$ cat src/source/rob_pkg.sv
`default_nettype none

package rob_pkg;

   // Core sizes
   localparam int RB_NUM_ENTS       = 8;
   localparam int NUM_GPRS          = 16;
   localparam int NUM_PRFS          = 32;
   localparam int NUM_SOURCES       = 2;
   localparam int NUM_COMPLETES     = 2;
   localparam int RR_QUIESCE_CYCLES = 5;

   localparam int RB_IDX_W = $clog2(RB_NUM_ENTS);
   localparam int GPR_W    = $clog2(NUM_GPRS);
   localparam int PRF_W    = $clog2(NUM_PRFS);
   localparam int RR_CNT_W = $clog2(RR_QUIESCE_CYCLES);

   // Wrap bit tells a full buffer from an empty one
   typedef struct packed {
      logic                wrap;
      logic [RB_IDX_W-1:0] idx;
   } t_rob_id;

   typedef logic [GPR_W-1:0] t_gpr_id;
   typedef logic [PRF_W-1:0] t_prf_id;

   typedef enum logic {
      OP_NONE,
      OP_REG
   } t_dst_type;

   typedef struct packed {
      t_dst_type dst_type;
      t_gpr_id   dst_gpr;
      logic      mispred;
   } t_uinstr;

   typedef struct packed {
      logic    valid;
      t_rob_id robid;
      logic    flush_needed;
   } t_rob_complete_pkt;

   typedef struct packed {
      logic    valid;
      t_prf_id prfid;
   } t_rat_reclaim_pkt;

   typedef struct packed {
      logic    valid;
      t_gpr_id gpr;
      t_prf_id prfid;
   } t_rat_restore_pkt;

   typedef enum logic {
      NUKE_BR_MISPRED,
      NUKE_EXCEPTION
   } t_nuke_type;

   typedef struct packed {
      logic       valid;
      t_nuke_type nuke_type;
   } t_nuke_pkt;

   // Static fields first, completion status last
   typedef struct packed {
      t_uinstr uinstr;
      t_prf_id pdst_old;
      logic    ready;
      logic    flush_needed;
   } t_rob_ent;

   typedef enum logic [1:0] {
      RR_IDLE,
      RR_QUIET,
      RR_WALK,
      RR_RESUME
   } t_rr_state;

   function automatic t_rob_id f_incr_robid(t_rob_id id);
      return t_rob_id'(id + 1'b1);
   endfunction

   function automatic t_rob_id f_decr_robid(t_rob_id id);
      return t_rob_id'(id - 1'b1);
   endfunction

   function automatic logic f_rob_full(t_rob_id head, t_rob_id tail);
      return (head.idx == tail.idx) && (head.wrap != tail.wrap);
   endfunction

   function automatic logic f_rob_empty(t_rob_id head, t_rob_id tail);
      return head == tail;
   endfunction

endpackage

`default_nettype wire

$ cat src/source/rob_entry.sv
`timescale 1ns/1ns
`default_nettype none

module rob_entry (
   input  logic                       clk,
   input  logic                       reset,
   input  rob_pkg::t_rob_id           robid,
   input  logic                       alloc_en,
   input  rob_pkg::t_rob_ent          alloc_ent,
   input  rob_pkg::t_rob_complete_pkt complete [rob_pkg::NUM_COMPLETES-1:0],
   input  logic                       retire_en,
   input  logic                       flush_now,
   output logic                       valid,
   output rob_pkg::t_rob_ent          entry
);
   import rob_pkg::*;

   logic hit;
   logic hit_flush;

   // Any completion port may name this entry, wrap bit included
   always_comb begin
      hit       = 1'b0;
      hit_flush = 1'b0;
      for (int c = 0; c < NUM_COMPLETES; c++) begin
         if (complete[c].valid && (complete[c].robid == robid)) begin
            hit       = 1'b1;
            hit_flush = hit_flush | complete[c].flush_needed;
         end
      end
   end

   always_ff @(posedge clk) begin
      // Static fields stay put after a flush so the walk can read them
      if (alloc_en) begin
         entry.uinstr   <= alloc_ent.uinstr;
         entry.pdst_old <= alloc_ent.pdst_old;
      end
      // A flush drops every entry, the retiring head leaves through retire_en
      if (reset) begin
         valid              <= 1'b0;
         entry.ready        <= 1'b0;
         entry.flush_needed <= 1'b0;
      end else begin
         if (retire_en || flush_now) begin
            valid <= 1'b0;
         end else if (alloc_en) begin
            valid <= 1'b1;
         end
         if (alloc_en) begin
            entry.ready        <= 1'b0;
            entry.flush_needed <= 1'b0;
         end else if (hit) begin
            entry.ready        <= 1'b1;
            entry.flush_needed <= entry.flush_needed | hit_flush;
         end
      end
   end

endmodule

`default_nettype wire

$ cat src/source/rob.sv
`timescale 1ns/1ns
`default_nettype none

module rob (
   input  logic                       clk,
   input  logic                       reset,
   input  logic                       alloc,
   input  rob_pkg::t_uinstr           alloc_uinstr,
   input  rob_pkg::t_prf_id           pdst_old,
   input  rob_pkg::t_rob_complete_pkt ex_complete,
   input  rob_pkg::t_rob_complete_pkt mm_complete,
   input  rob_pkg::t_gpr_id           src_gpr     [rob_pkg::NUM_SOURCES-1:0],
   output logic                       src_pending [rob_pkg::NUM_SOURCES-1:0],
   output rob_pkg::t_rob_id           src_robid   [rob_pkg::NUM_SOURCES-1:0],
   output logic                       rob_ready,
   output rob_pkg::t_rob_id           next_robid,
   output rob_pkg::t_rob_id           oldest_robid,
   output rob_pkg::t_uinstr           retire_uinstr,
   output rob_pkg::t_rat_reclaim_pkt  reclaim,
   output rob_pkg::t_rat_restore_pkt  restore,
   output rob_pkg::t_nuke_pkt         nuke,
   output logic                       resume_fetch
);
   import rob_pkg::*;

   t_rob_id                 head_id;
   t_rob_id                 tail_id;
   t_rob_ent                entries   [RB_NUM_ENTS-1:0];
   t_rob_id                 ent_robid [RB_NUM_ENTS-1:0];
   logic [RB_NUM_ENTS-1:0]  e_valid;
   logic [RB_NUM_ENTS-1:0]  e_alloc;
   logic [RB_NUM_ENTS-1:0]  e_retire;
   t_rob_ent                alloc_ent;
   t_rob_ent                head_entry;
   t_rob_complete_pkt       complete  [NUM_COMPLETES-1:0];
   logic                    rob_empty;
   logic                    rob_full;
   logic                    retire;
   logic                    flush_now;
   t_rr_state               rr_state;
   t_rr_state               rr_state_nxt;
   t_rob_id                 rr_robid;
   logic [RR_CNT_W-1:0]     rr_cnt;
   t_rob_ent                rr_entry;

   assign rob_empty    = f_rob_empty(head_id, tail_id);
   assign rob_full     = f_rob_full(head_id, tail_id);
   assign rob_ready    = !rob_full && (rr_state == RR_IDLE);
   assign next_robid   = tail_id;
   assign oldest_robid = head_id;

   // Head leaves one entry per retirement, a flush cuts the tail back
   always_ff @(posedge clk) begin
      if (reset) begin
         head_id <= '0;
         tail_id <= '0;
      end else begin
         if (retire) begin
            head_id <= f_incr_robid(head_id);
         end
         if (flush_now) begin
            tail_id <= f_incr_robid(head_id);
         end else if (alloc) begin
            tail_id <= f_incr_robid(tail_id);
         end
      end
   end

   assign head_entry = entries[head_id.idx];
   assign retire     = !rob_empty && head_entry.ready;
   assign flush_now  = retire && head_entry.flush_needed;
   assign e_retire   = retire ? (RB_NUM_ENTS'(1) << head_id.idx) : '0;
   assign e_alloc    = alloc ? (RB_NUM_ENTS'(1) << tail_id.idx) : '0;

   always_comb begin
      retire_uinstr   = head_entry.uinstr;
      reclaim.valid   = retire && (head_entry.uinstr.dst_type == OP_REG);
      reclaim.prfid   = head_entry.pdst_old;
      nuke.valid      = flush_now;
      nuke.nuke_type  = head_entry.uinstr.mispred ? NUKE_BR_MISPRED : NUKE_EXCEPTION;
   end

   always_comb begin
      alloc_ent              = '0;
      alloc_ent.uinstr       = alloc_uinstr;
      alloc_ent.pdst_old     = pdst_old;
   end

   assign complete[0] = ex_complete;
   assign complete[1] = mm_complete;

   for (genvar i = 0; i < RB_NUM_ENTS; i++) begin : g_ents
      // Slots below the head are one lap ahead of it
      assign ent_robid[i] = '{
         wrap: (RB_IDX_W'(i) >= head_id.idx) ? head_id.wrap : !head_id.wrap,
         idx:  RB_IDX_W'(i)
      };

      rob_entry i_rob_entry (
         .clk       (clk),
         .reset     (reset),
         .robid     (ent_robid[i]),
         .alloc_en  (e_alloc[i]),
         .alloc_ent (alloc_ent),
         .complete  (complete),
         .retire_en (e_retire[i]),
         .flush_now (flush_now),
         .valid     (e_valid[i]),
         .entry     (entries[i])
      );
   end

   for (genvar s = 0; s < NUM_SOURCES; s++) begin : g_src
      logic [RB_NUM_ENTS-1:0] match;
      logic [RB_IDX_W-1:0]    sel;

      for (genvar i = 0; i < RB_NUM_ENTS; i++) begin : g_match
         assign match[i] = e_valid[i] && (entries[i].uinstr.dst_type == OP_REG) &&
                           (entries[i].uinstr.dst_gpr == src_gpr[s]);
      end

      // Oldest slot first, so the last hit is the youngest writer
      always_comb begin
         logic [RB_IDX_W-1:0] idx;
         sel = '0;
         for (int k = RB_NUM_ENTS; k >= 1; k--) begin
            idx = tail_id.idx - RB_IDX_W'(k);
            if (match[idx]) begin
               sel = idx;
            end
         end
      end

      assign src_pending[s] = |match;
      assign src_robid[s]   = ent_robid[sel];
   end

   // Restore FSM, quiesce then walk the discarded entries youngest first
   always_comb begin
      rr_state_nxt = rr_state;
      case (rr_state)
         RR_IDLE:
            if (flush_now) rr_state_nxt = RR_QUIET;
         RR_QUIET:
            if (rr_cnt == '0) begin
               // Nothing younger than the flushing entry skips the walk
               rr_state_nxt = (rr_robid == f_decr_robid(head_id)) ? RR_RESUME : RR_WALK;
            end
         RR_WALK:
            if (rr_robid == head_id) rr_state_nxt = RR_RESUME;
         default:
            rr_state_nxt = RR_IDLE;
      endcase
   end

   always_ff @(posedge clk) begin
      if (reset) begin
         rr_state <= RR_IDLE;
      end else begin
         rr_state <= rr_state_nxt;
      end
   end

   always_ff @(posedge clk) begin
      if (rr_state == RR_IDLE) begin
         rr_cnt <= RR_CNT_W'(RR_QUIESCE_CYCLES - 1);
      end else if (rr_state == RR_QUIET) begin
         rr_cnt <= rr_cnt - 1'b1;
      end
   end

   // An entry written in the flush cycle is discarded too
   always_ff @(posedge clk) begin
      if (flush_now) begin
         rr_robid <= alloc ? tail_id : f_decr_robid(tail_id);
      end else if (rr_state == RR_WALK) begin
         rr_robid <= f_decr_robid(rr_robid);
      end
   end

   assign rr_entry = entries[rr_robid.idx];

   always_comb begin
      restore.valid = (rr_state == RR_WALK) && (rr_entry.uinstr.dst_type == OP_REG);
      restore.gpr   = rr_entry.uinstr.dst_gpr;
      restore.prfid = rr_entry.pdst_old;
   end

   assign resume_fetch = (rr_state == RR_RESUME);

endmodule

`default_nettype wire

$ cat src/source/rat_map.sv
`timescale 1ns/1ns
`default_nettype none

module rat_map (
   input  logic                      clk,
   input  logic                      reset,
   input  logic                      rename_en,
   input  rob_pkg::t_gpr_id          rename_gpr,
   input  rob_pkg::t_prf_id          rename_prf,
   output rob_pkg::t_prf_id          rename_old,
   input  rob_pkg::t_rat_restore_pkt restore,
   input  rob_pkg::t_gpr_id          src_gpr [rob_pkg::NUM_SOURCES-1:0],
   output rob_pkg::t_prf_id          src_prf [rob_pkg::NUM_SOURCES-1:0]
);
   import rob_pkg::*;

   t_prf_id map [NUM_GPRS-1:0];

   // Old mapping goes into the new entry's pdst_old
   assign rename_old = map[rename_gpr];

   for (genvar s = 0; s < NUM_SOURCES; s++) begin : g_lookup
      assign src_prf[s] = map[src_gpr[s]];
   end

   // Identity map out of reset, gpr i lives in prf i
   always_ff @(posedge clk) begin
      if (reset) begin
         for (int g = 0; g < NUM_GPRS; g++) begin
            map[g] <= t_prf_id'(g);
         end
      end else if (restore.valid) begin
         map[restore.gpr] <= restore.prfid;
      end else if (rename_en) begin
         map[rename_gpr] <= rename_prf;
      end
   end

endmodule

`default_nettype wire

$ cat src/source/retire_top.sv
`timescale 1ns/1ns
`default_nettype none

module retire_top (
   input  logic                       clk,
   input  logic                       reset,
   input  logic                       alloc,
   input  rob_pkg::t_uinstr           alloc_uinstr,
   input  rob_pkg::t_prf_id           alloc_pdst,
   input  rob_pkg::t_rob_complete_pkt ex_complete,
   input  rob_pkg::t_rob_complete_pkt mm_complete,
   input  rob_pkg::t_gpr_id           src_gpr     [rob_pkg::NUM_SOURCES-1:0],
   output rob_pkg::t_prf_id           src_prf     [rob_pkg::NUM_SOURCES-1:0],
   output logic                       src_pending [rob_pkg::NUM_SOURCES-1:0],
   output rob_pkg::t_rob_id           src_robid   [rob_pkg::NUM_SOURCES-1:0],
   output logic                       rob_ready,
   output rob_pkg::t_rob_id           next_robid,
   output rob_pkg::t_rob_id           oldest_robid,
   output rob_pkg::t_uinstr           retire_uinstr,
   output rob_pkg::t_rat_reclaim_pkt  reclaim,
   output rob_pkg::t_nuke_pkt         nuke,
   output logic                       resume_fetch
);
   import rob_pkg::*;

   logic             rename_en;
   t_prf_id          pdst_old;
   t_rat_restore_pkt restore;

   // Only register writers change the map
   assign rename_en = alloc && (alloc_uinstr.dst_type == OP_REG);

   rob i_rob (
      .clk           (clk),
      .reset         (reset),
      .alloc         (alloc),
      .alloc_uinstr  (alloc_uinstr),
      .pdst_old      (pdst_old),
      .ex_complete   (ex_complete),
      .mm_complete   (mm_complete),
      .src_gpr       (src_gpr),
      .src_pending   (src_pending),
      .src_robid     (src_robid),
      .rob_ready     (rob_ready),
      .next_robid    (next_robid),
      .oldest_robid  (oldest_robid),
      .retire_uinstr (retire_uinstr),
      .reclaim       (reclaim),
      .restore       (restore),
      .nuke          (nuke),
      .resume_fetch  (resume_fetch)
   );

   rat_map i_rat_map (
      .clk        (clk),
      .reset      (reset),
      .rename_en  (rename_en),
      .rename_gpr (alloc_uinstr.dst_gpr),
      .rename_prf (alloc_pdst),
      .rename_old (pdst_old),
      .restore    (restore),
      .src_gpr    (src_gpr),
      .src_prf    (src_prf)
   );

endmodule

`default_nettype wire

$ cat config.mk
export PLATFORM = sky130hd
export DESIGN_NAME = retire_top
export DESIGN_NICKNAME = d
export VERILOG_FILES = /design/src/source/rob_pkg.sv /design/src/source/rob_entry.sv /design/src/source/rob.sv /design/src/source/rat_map.sv /design/src/source/retire_top.sv
export SDC_FILE = /design/constraint.sdc
export NUM_CORES = 1
export LEC_CHECK = 0
export BUFFER_PORTS_ARGS = -buffer_cell sky130_fd_sc_hd__buf_2
export CORE_MARGIN = 2
export CORE_UTILIZATION = 35
export DETAILED_ROUTE_END_ITERATION = 7
export PLACE_DENSITY_LB_ADDON = 0.08
export REMOVE_ABC_BUFFERS = 1
export SYNTH_ARGS = -nofsm -noshare
export SYNTH_HDL_FRONTEND = slang
export SYNTH_HIERARCHICAL = 1
export SYNTH_SLANG_ARGS = --single-unit
$ cat constraint.sdc
create_clock -name clk -period 12.1 [get_ports clk]
set_input_delay 0.605 -clock clk [delete_from_list [all_inputs] [get_ports clk]]
set_output_delay 0.605 -clock clk [all_outputs]
set_load 0.1 [all_outputs]
; Yosys cells after proc, flatten, opt, wreduce, memory -nomap -nowiden
; Memories as Yosys holds them, arrays and structs flattened.
; Index checks and enable logic that the tools add are counted.
[totals]
ff_bits = 129
input_bits = 34
ramBits = 80
word_cells = 366
mem_count = 1
[classes]
order_cmp = 20
n_eq_ne = 43
add_sub_neg = 13
reduce_logical = 83
mux = 124
shifts = 2
bitwise_logic = 16
[mem_list]
columns = name, depth, word_bits, rd, rd_ports_with_merged_regs, wr, line
row1 = i_rat_map.map, 16, 5, 3, 0, 16, rat_map.sv:17  ; t_prf_id map [NUM_GPRS-1:0];
[ops]
columns = cell, n
row1 = 4-bit equality test, 35
row2 = 13-bit binary-select mux with 3-bit select, 2
row3 = 1-bit 2-to-1 mux, 69
row4 = 1-bit binary-select mux with 3-bit select, 16
row5 = 3-bit by 4-bit less-than comparator with 1-bit output (second input constant), 12
row6 = 3-bit 2-to-1 mux, 16
row7 = 1-bit logical AND, 47
row8 = 4-bit 2-to-1 mux, 9
row9 = 2-bit OR reduction, 16
row10 = 13-bit 2-to-1 mux, 2
row11 = 4-bit binary-select mux with 3-bit select, 2
row12 = 8-bit 2-to-1 mux, 2
row13 = 1-bit bitwise OR, 16
row14 = 8-bit OR reduction, 2
row15 = 1-bit by 3-bit left shift with 8-bit output (first input constant), 2
row16 = 3-bit >= comparator (first input constant), 4
row17 = 3-bit subtractor (second input constant), 4
row18 = 4-bit by 1-bit subtractor with 4-bit output (second input constant), 3
row19 = 5-bit 2-to-1 mux, 2
row20 = 5-bit OR reduction, 2
row21 = 4-bit by 1-bit adder with 4-bit output (second input constant), 2
row22 = 1-bit logical OR, 8
row23 = 1-bit by 3-bit >= comparator with 1-bit output (first input constant), 2
row24 = 2-bit by 3-bit >= comparator with 1-bit output (first input constant), 2
row25 = 15 further kinds, 24

; Depth between registers and ports, before layout
; Gate-level depths: netlist of run 1.
[logic_depth]
word_depth = 14
depth_mapped = 17

; Cells and area by module
; Netlist of run 1, hierarchy kept.
[by_module_without_submodules]
columns = module, cells_per_inst, instances, seq_area_each_um2, area_per_inst_um2
row1 = rob, 688, 1, 380.4, 5701.7
row2 = rat_map, 387, 1, 2402.3, 5270.1
row3 = rob_entry, 40, 8, 390.4, 560.5
row4 = retire_top, 1, 1, 0.0, 6.3

; Least setup slack after synthesis of run 1
; No wires, ideal clock.
[synth_timing]
path_type = register -> output
start = register i_rob.tail_id, in the netlist i_rob/next_robid[1]
end = output port src_robid[7] in the netlist's numbering
path_stages_with_launch = 15
t_arrival_ns = 7.204
path_slack_ns = 4.291
path_cell_list = dfxtp_1 inv_2 buf_1 clkbuf_1 ha_1 inv_1 clkbuf_1 nor3_1 o2bb2ai_1 mux4_2 a211o_1 a21o_1 and4_1 a211oi_1 mux2_2
[synth_lines]
columns = element, line
row1 = from (decl), rob.sv:27  ; t_rob_id tail_id;
row2 = from (signal assigned), rob.sv:62  ; tail_id <= f_incr_robid(head_id);
row3 = from (signal assigned), rob.sv:64  ; tail_id <= f_incr_robid(tail_id);
row4 = to (decl), retire_top.sv:15  ; output rob_pkg::t_rob_id src_robid [rob_pkg::NUM_SOURCES-1:0],

==> impl_metrics.tcl, run 1 <==
set metrics [dict create \
    status "finished clean" \
    relSlewSlack_pct 24.3 \
    yosysSeqAreaShare_pct 38.2 \
    die_h_um 214 \
    synthDistinctLibCells 89 \
    nNetsFinal 1575 \
    rsz0062_at_grt "no" \
    p_leak_uw 0.00623 \
    synth_top_cell_by_area "edfxtp_1" \
    slew_violations 0 \
    io_pins 78 \
    max_stage_delay_ns 1.00 \
    path_clk_slew_ns 0.06 \
    period_minus_slack_ns 6.84 \
    cts_tree "built" \
    max_freq_mhz 146 \
    start_util_pct 35.2 \
    syn_area_um2 15500 \
    reg2reg_slack_ns 8.40 \
    grt_pass1_vias 11603 \
    yosys.area.top_type_share_pct 33.4 \
    port_buffers 77 \
    path_max_fanout 32 \
    hold_viol_final 0 \
    required_ns 11.49 \
    crit_chain "inv_2, ha_1, inv_1, and3_1, a32o_1, mux4_2, a211o_1, a21o_1, and4_1, a211oi_1, mux2_2, buf_2" \
    synth-compound-area-share_pct 8.92 \
    drc 0 \
    period_share_pct 56.5 \
    arrival_ns 6.23 \
    areaGrowthSynthToFinish_pct 13.0 \
    netlist_instances 1396 \
    synth_fa_ha_area_share_pct 2.10 \
    grt_first_pass_wirelength_um 75800 \
    vias 11573 \
    drv_cap 0 \
    post_synth.cell_area_avg_um2 11.1 \
    muxShareOfSynthArea_pct 19.9 \
    wl_um 49500 \
    synth-simple-area-share_pct 18.9 \
    hold_path_depth 1 \
    antenna_left 0 \
    fin_tns_setup_ns 0 \
    reg2reg_to "i_rat_map/map[15][2]" \
    cts_max_path_buffers 3 \
    antenna_cells 0 \
    dieArea_um2 45900 \
    cts_sinks 209 \
    postCtsSetupBuffers 0 \
    criticalPathCategory "flop to output port" \
    synth_ff_type "edfxtp_1" \
    clockRootBuffer "clkbuf_16" \
    drtIter0Drc 960 \
    rows 77 \
    reg2reg_depth 10 \
    cts_max_level 1 \
    setup_viol 0 \
    grt_antenna_before_repair 0 \
    numCtsBuffers 24 \
    holdPathEnd "i_rob/g_ents[1].i_rob_entry/entry[7]" \
    synth_top_family_by_area "multiplexers" \
    grt-ovfl-total 0 \
    synth_edf_count 172 \
    cts-hold-fix-buffers 0 \
    worstHoldPathType "input pin to flop" \
    firstDrtPassIters 8 \
    layout-drive-gt1-share_pct 21.7 \
    via_per_inst 5.45 \
    dp_hpwl_um 34800 \
    cp-start-kind "flop" \
    worstHoldStart "alloc_uinstr[0]" \
    clkLatencyLatePin_ns 0.54 \
    ir_drop_mv 0.0966 \
    r2r-start "i_rob/rr_robid[0]" \
    power_per_cell_area_nw_per_um2 120 \
    fillers 4346 \
    wire_per_inst_um 23.3 \
    place_congestion 0.869 \
    endpoint_kind "output port" \
    fin_util_pct 39.8 \
    async_flop_share_pct 0 \
    skew_ns 0.0176 \
    yosys_warnings 6 \
    worst_path_max_delay_cell "ha_1" \
    grt_usage_pct 21.8 \
    die_w_um 214 \
    synth-xor-area-share_pct 7.65 \
    worstMarginPinSlew_ns 1.14 \
    ys_ff_latch 209 \
    core_area_um2 43900 \
    grt_max_degree 47 \
    cts_resized 0 \
    yosys-top-cells-area "edfxtp_1 33%, mux4_2 17%, dfxtp_1 4.8%" \
]
## registers in the layout (all words and copies together) (netlist names)
signal	flops
i_rob/oldest_robid	4
i_rob/rr_state	2
i_rob/g_ents.i_rob_entry/valid	8
i_rob/rr_robid	4
i_rob/rr_cnt	3
i_rob/g_ents.i_rob_entry/entry	104
i_rat_map/map	80
i_rob/next_robid	4
## cells by family after synthesis
| group | count (synthesis) |
|---|---|
| mux | 163 |
| buf+inv | 154 |
| fa+ha+maj | 26 |
| xor+xnor | 135 |
| flops | 209 |
| other cells | 2 |
| simple gates | 531 |
| compound gates | 176 |
## per-layer routing
metal | global-route usage, % | up-vias | wire (um)
li1 | - | 5431 | -
met1 | 31.3 | 5730 | 23000
met2 | 34.8 | 342 | 22700
met3 | 2.43 | 70 | 2470
met4 | 6.30 | 0 | 1300
met5 | 0 | - | 0
## stage by stage
step	worst slack (ns)	area, um2	cells	power (uW)	hold WS [ns]
finish	5.26	17500	2125	2100	0.354
global route	4.87	17500	2125	2190	0.341
CTS	5.16	17500	2125	2120	0.337
detailed placement	5.74	16700	2081	1380	0.448
global placement	5.86	16700	2081	1380	0.448
floorplan	3.51	15300	1386	1230	0.430
## synth_stat cells (17+ instances only)
master    instances
clkbuf_1         45
xnor2_1          80
dfxtp_1          37
nor3_1           31
mux2i_1          34
nand2_1         125
and2_1           19
o21ai_0          18
ha_1             26
a211oi_1         18
xor2_1           55
nand3_1          78
nand2b_1         53
nor2_1           99
inv_1            69
a21oi_1          25
mux4_2          114
nor2b_1          17
and3_1           22
edfxtp_1        172
## power by group
group	switching (uW)	leakage (uW)	internal, uW	total (uW)
clock network	304	0.000381	426	730
logic	393	0.00401	153	547
registers	18.6	0.00185	804	822
total	715	0.00623	1380	2100
## worst max path at each step
stage	startpoint	end	slack, ns	cells after the start
final	i_rob/next_robid[1]	src_robid[7]	5.26	12
after global routing	i_rob/next_robid[1]	src_robid[7]	4.87	14
after CTS	i_rob/next_robid[1]	src_robid[7]	5.16	12
after detailed placement	i_rob/next_robid[1]	src_robid[7]	5.74	12
after global placement	i_rob/next_robid[1]	src_robid[7]	5.86	12
after floorplan	i_rob/next_robid[0]	src_robid[7]	3.51	11
## cell type report
| cell class | instances | area (um2) | area share (%) |
|---|---|---|---|
| Tap cell | 592 | 741 | 4.24 |
| Sequential cell | 209 | 5910 | 33.8 |
| Clock inverter | 12 | 109 | 0.623 |
| Inverter | 74 | 278 | 1.59 |
| Timing Repair Buffer | 103 | 581 | 3.32 |
| Clock buffer | 32 | 662 | 3.79 |
| Multi-Input combinational cell | 1103 | 9200 | 52.6 |
## placed cells by master, fill, tap and decap left out, drive strengths merged, types with 26 or more instances in the layout
master    n
a21oi    28
nor3     31
buf     103
edfxtp  172
mux2i    34
dfxtp    37
conb     72
nand4    27
xnor2    80
nand2   125
mux4    114
nor2    108
clkbuf   32
ha       26
xor2     55
nand2b   53
inv      72
nand3    78
## worst max-delay path: cells and delay by family, from the launching register on
kind / cells / cell delay [ns]
buf+inv: 3 / 1.28
compound gates: 4 / 1.16
simple gates: 2 / 0.47
mux: 2 / 0.92
flops: 1 / 0.85
fa+ha+maj: 1 / 1.00
No activity file was read; power rests on OpenSTA's default activity.
==> run 2, diff against run 1 <==
clock period = 5.6 ns   (was 12.1 ns; I/O delays follow)
==> run 2 against run 1 <==
Non-clock buffer count up 7; flip-flop and latch count unchanged; cell count up 0.38%; final area up 1.2%; clock power up 140%; sequential share of layout area down 0.40 points; critical path depth up 1; worst setup slack worse by 4.5 ns; critical endpoint is now src_robid[3].
==> impl_metrics.tcl, run 2 (synthesized netlist as in run 1, its figures left out) <==
set metrics [dict create \
    status "finished clean" \
    p_leak_uw 0.00633 \
    clkLatencyLatePin_ns 0.52 \
    cp-start-kind "flop" \
    antenna_cells 0 \
    grt_antenna_before_repair 0 \
    skew_ns 0.0190 \
    regArea_um2 5910 \
    worstHoldPathType "input pin to flop" \
    slew_violations 0 \
    place_congestion 0.865 \
    final.setup.worst_slack_ns 0.798 \
    areaGrowthSynthToFinish_pct 14.4 \
    nNetsFinal 1583 \
    top_register "i_rob/g_ents.i_rob_entry/entry" \
    hold_viol_final 0 \
    drc 0 \
    path_clk_slew_ns 0.06 \
    multi_input_area_um2 9190 \
    top_layer_used "met4" \
    antenna_left 0 \
    power_per_cell_area_nw_per_um2 268 \
    wl_um 49800 \
    die_h_um 214 \
    largest_reg_flops 104 \
    fillers 4282 \
    drtIter0Drc 934 \
    top_regs "i_rob/g_ents.i_rob_entry/entry: 104 flops, i_rat_map/map: 80 flops, i_rob/g_ents.i_rob_entry/valid: 8 flops" \
    period_share_pct 85.7 \
    final_cell_mix "172 x edfxtp_1, 125 x nand2_1, 114 x mux4_2" \
    io_pins 78 \
    cts_sinks 209 \
    grt-ovfl-total 0 \
    grt_first_pass_wirelength_um 75400 \
    route.met2.wl_um 23800 \
    max_freq_mhz 208 \
    wire_per_inst_um 23.4 \
    cts_resized 0 \
    cts_max_path_buffers 3 \
    period_minus_slack_ns 4.80 \
    worstMarginPinSlew_ns 1.15 \
    rows 77 \
    core_area_um2 43900 \
    final_common_cell "edfxtp_1" \
    required_ns 5.32 \
    start_util_pct 35.2 \
    vias 11674 \
    setup_viol 0 \
    dp_hpwl_um 36200 \
    rsz0062_at_grt "no" \
    clockRootBuffer "clkbuf_16" \
    numCtsBuffers 25 \
    cts_tree "built" \
    layout-drive-gt1-share_pct 22.4 \
    reg2reg_slack_ns 1.46 \
    grt_max_degree 46 \
    wl_met1_um 23200 \
    dieArea_um2 45900 \
    drv_cap 0 \
    met3WireLength_um 2290 \
    grt_usage_pct 21.6 \
    endpoint_kind "output port" \
    via_per_inst 5.47 \
    hold_ws_ns 0.0460 \
    arrival_ns 4.52 \
    relSlewSlack_pct 21.7 \
    grt_pass1_vias 11450 \
    postCtsSetupBuffers 0 \
    die_w_um 214 \
    cts-hold-fix-buffers 0 \
    path_max_fanout 31 \
    cts_max_level 1 \
    criticalPathCategory "flop to output port" \
    port_buffers 77 \
    firstDrtPassIters 5 \
    ir_drop_mv 0.204 \
    place_ws_ns 1.33 \
]
-- run 2: cell count changes in the layout (fill, tap and decap cells not counted), moves of 2 or more --
cell / before / now
buf_4: 26 / 33
buf_12: 0 / 4
buf_2: 77 / 73
bufinv_16: 2 / 4
clkbuf_1: 6 / 4
clkbuf_16: 25 / 27
clkinv_1: 7 / 5
-- run 2: metrics by stage --
stage	total power (uW)	area, um2	instances	TNS, ns	util, %
finish	4730	17700	2133	0	40.3
global route	4930	17700	2133	0	40.3
CTS	4780	17700	2133	0	40.3
detailed placement	3040	16800	2088	0	38.3
global placement	3040	16800	2088	0	38.3
floorplan	2650	15300	1386	-20.13	-
-- run 2: final timing paths --
path | startpoint | end | cells past startpoint
setup / recovery | i_rob/next_robid[1] | src_robid[3] | 13
hold / removal | alloc_uinstr[0] | i_rob/g_ents[0].i_rob_entry/entry[7] | 1
setup reg to reg | i_rob/rr_robid[1] | i_rat_map/map[3][0] | 9
hold reg to reg | i_rob/g_ents[4].i_rob_entry/entry[0] | i_rob/g_ents[4].i_rob_entry/entry[0] | 2
-- run 2: worst max-delay path: stages (launching register included) --
cell and delay (ns):
dfxtp_1 0.31, inv_2 0.05, buf_4 0.36, ha_1 0.31, xor2_1 0.65, and3_1 0.27, a211oi_1 0.07, a21oi_1 0.47
a21oi_1 0.17, a221oi_2 0.41, nand2b_1 0.17, a211oi_1 0.05, or4_1 0.39, buf_2 0.30
-- run 2: routing by layer --
metal / track usage (%) / vias up
met3: 2.04 / 41
met1: 31.3 / 5908
met4: 3.22 / 0
met2: 35.8 / 296
met5: 0 / -
li1: - / 5429
-- run 2: report_power, final --
part / switching [uW] / internal (uW)
clock: 645 / 1080
sequential: 38.1 / 1740
combinational: 861 / 371
total: 1540 / 3190
-- run 2: final cells by class --
| cell class | instances | share of cell area (%) |
|---|---|---|
| tap | 592 | 4.19 |
| clock buffer | 33 | 4.06 |
| inverter | 74 | 1.57 |
| clock inverter | 12 | 0.905 |
| sequential | 209 | 33.4 |
| timing repair buffer | 110 | 3.92 |
| multi-input combinational | 1103 | 52.0 |
==> run 3, diff against run 2 <==
SYNTH_HIERARCHICAL = not set   (was 1)
==> run 3 against run 2 <==
Sequential power about the same; highest routed layer unchanged; count of clock-buffer cells in the layout is 4 lower; synthesized cell count shrank 14%; final area down 8.7%; critical endpoint is now src_robid[7]; largest power group unchanged; routed wire length is 6.3% lower; cell count fell by 16%.
==> impl_metrics.tcl, run 3 <==
set metrics [dict create \
    status "finished clean" \
    rsz0062_at_grt "no" \
    ir_drop_mv 0.245 \
    crit_family "multiplexers" \
    synth_fa_ha_area_share_pct 2.27 \
    clockRootBuffer "clkbuf_16" \
    cts_max_path_buffers 3 \
    wl_um 46700 \
    synth-compound-area-share_pct 7.28 \
    cts_max_level 1 \
    reg2reg_to "i_rat_map.map[0][2]" \
    hold_viol_final 0 \
    cp_num_cells 13 \
    nNetsFinal 1304 \
    cts_sinks 209 \
    critPathLaunch "i_rob.next_robid[1]" \
    power_per_cell_area_nw_per_um2 267 \
    core_area_um2 40600 \
    drv_cap 0 \
    port_buffers 77 \
    path_clk_slew_ns 0.06 \
    reg2reg_depth 8 \
    synth-simple-area-share_pct 13.4 \
    grt_antenna_before_repair 1 \
    final_cell_mix "172 x edfxtp_1, 140 x mux4_2, 116 x nand2_1" \
    synth_top_family_by_area "multiplexers" \
    critPathBufInv 3 \
    grt_pass1_vias 10365 \
    async_flop_share_pct 0 \
    r2r-start "i_rob.rr_robid[0]" \
    relSlewSlack_pct 21.5 \
    syn_area_um2 14300 \
    max_freq_mhz 196 \
    grt_busiest_layer "met2" \
    required_ns 5.32 \
    areaGrowthSynthToFinish_pct 12.6 \
    worstHoldPathType "input pin to flop" \
    hold_path_depth 1 \
    criticalPathCategory "flop to output port" \
    hold_ws_ns 0.0351 \
    crit_path_end "src_robid[7]" \
    post_synth.cell_area_avg_um2 12.0 \
    top_regs "i_rob.g_ents.i_rob_entry.entry: 104 flops, i_rat_map.map: 80 flops, i_rob.g_ents.i_rob_entry.valid: 8 flops" \
    worst_path_max_delay_cell "ha_1" \
    rows 74 \
    grtUsageMet3_pct 2.29 \
    start_util_pct 35.3 \
    cts_tree "built" \
    final_common_cell "edfxtp_1" \
    crit_chain "clkinv_1, ha_1, clkinv_1, mux4_2, mux2i_1, nor2b_1, a211oi_4, mux2i_1, o22ai_1, mux2_2, o31ai_1, xnor2_1, buf_12" \
    cp-start-kind "flop" \
    grt_max_degree 45 \
    drc 0 \
    yosysSeqAreaShare_pct 41.2 \
    largest_reg_flops 104 \
    top_register "i_rob.g_ents.i_rob_entry.entry" \
    met2_usage_pct 38.7 \
    dieArea_um2 42600 \
    dp_hpwl_um 33200 \
    firstDrtPassIters 5 \
    layout-drive-gt1-share_pct 26.0 \
    period_share_pct 91.1 \
    postCtsSetupBuffers 0 \
    grt_usage_pct 22.2 \
    stdcell_count 1796 \
    setup_viol 0 \
    wire_per_inst_um 26.0 \
    synth_common_cells "172 x edfxtp_1, 140 x mux4_2, 116 x nand2_1" \
    synthDistinctLibCells 76 \
    synth_top_cell_by_area "edfxtp_1" \
    io_pins 78 \
    synth_ff_type "edfxtp_1" \
    grt_use_met1_pct 29.3 \
    yosysMostFrequentCell "edfxtp_1" \
    arrival_ns 4.82 \
    numCtsBuffers 25 \
    worstMarginPinSlew_ns 1.18 \
    vias 10424 \
    grt-ovfl-total 0 \
    place_congestion 0.847 \
    reg2reg_slack_ns 1.49 \
    ys_ff_latch 209 \
    clkLatencyLatePin_ns 0.54 \
    endpoint_kind "output port" \
    path_max_fanout 12 \
    synth-xor-area-share_pct 6.47 \
    synth_edf_count 172 \
    yosys-top-cells-area "edfxtp_1 36%, mux4_2 22%, dfxtp_1 5.2%" \
    muxShareOfSynthArea_pct 26.0 \
    via_per_inst 5.80 \
    slew_violations 0 \
    die_w_um 206 \
    netlist_instances 1194 \
    yosys_warnings 0 \
    drtIter0Drc 886 \
    place_inst 1748 \
    grt_first_pass_wirelength_um 69300 \
    max_stage_delay_ns 0.66 \
    antenna_left 0 \
    skew_ns 0.0125 \
    period_minus_slack_ns 5.10 \
    p_leak_uw 0.00546 \
    die_h_um 206 \
    yosys.area.top_type_share_pct 36.0 \
]
[run 3: cell count changes after synthesis, moves of 10 or more]
| cell | delta |
|---|---|
| and3_1 | -13 |
| inv_1 | -47 |
| mux4_2 | +26 |
| nand2b_1 | -31 |
| nand3_1 | -44 |
| nor2_1 | +10 |
| nor3_1 | +18 |
| xnor2_1 | -21 |
[run 3: per-stage QoR]
stage	total power, uW	worst slack, ns	util (%)	instance area (um2)	TNS [ns]
6_report	4310	0.500	39.7	16100	0
5_1_grt	4470	0.149	39.7	16100	0
4_1_cts	4360	0.243	39.7	16100	0
3_5_place_dp	2750	0.858	37.7	15300	0
3_3_place_gp	2750	0.883	37.7	15300	0
2_1_floorplan	2440	-3.77	-	14000	-21.63
[run 3: kinds of logic after synthesis]
kind of cell | count (synthesis)
AOI/OAI and AO/OA | 140
adders and majority gates | 26
DFF | 209
and+or+nand+nor | 409
xor gates and xnor gates | 106
buffers and inverters | 110
muxes | 194
[run 3: routing by layer]
layer / vias up / part of all wire, %
li1: 4695 / -
met1: 5365 / 43
met2: 301 / 51
met3: 63 / 4.0
met4: 0 / 2.6
met5: - / 0
[run 3: how the worst min path moves through the flow]
stage | start | endpoint | slack [ns]
detailed placement | i_rob.rr_cnt[2] | i_rob.rr_cnt[2] | 0.48
CTS | alloc_uinstr[5] | i_rob.g_ents[6].i_rob_entry.entry[12] | 0.01
floorplan | reset | i_rob.rr_state[0] | 0.35
global placement | i_rob.rr_cnt[1] | i_rob.rr_cnt[1] | 0.47
finish | alloc_uinstr[5] | i_rob.g_ents[0].i_rob_entry.entry[12] | 0.04
global route | alloc_uinstr[5] | i_rob.g_ents[0].i_rob_entry.entry[12] | 0.04
[run 3: area by class of cell]
class	instances	area, um2
fillers	3910	24500
multi-input cells	875	7960
flip-flops and latches	209	5910
repair buffers	107	718
well taps	532	666
clock buffers	29	641
clock inverters	17	155
inverters	26	101
diodes	1	2.50
[run 3: what timing repair did]
action / in CTS / in global routing
setup endpoints to repair: 0 / 1
endpoints found under the hold margin: 2 / 0
hold buffers: 1 / 0
gates resized for setup: 0 / 2
[run 3: report_power, final]
group	total [uW]	internal (uW)	switching, uW
Sequential	1770	1740	38.1
Combinational	938	296	642
Clock	1600	917	682
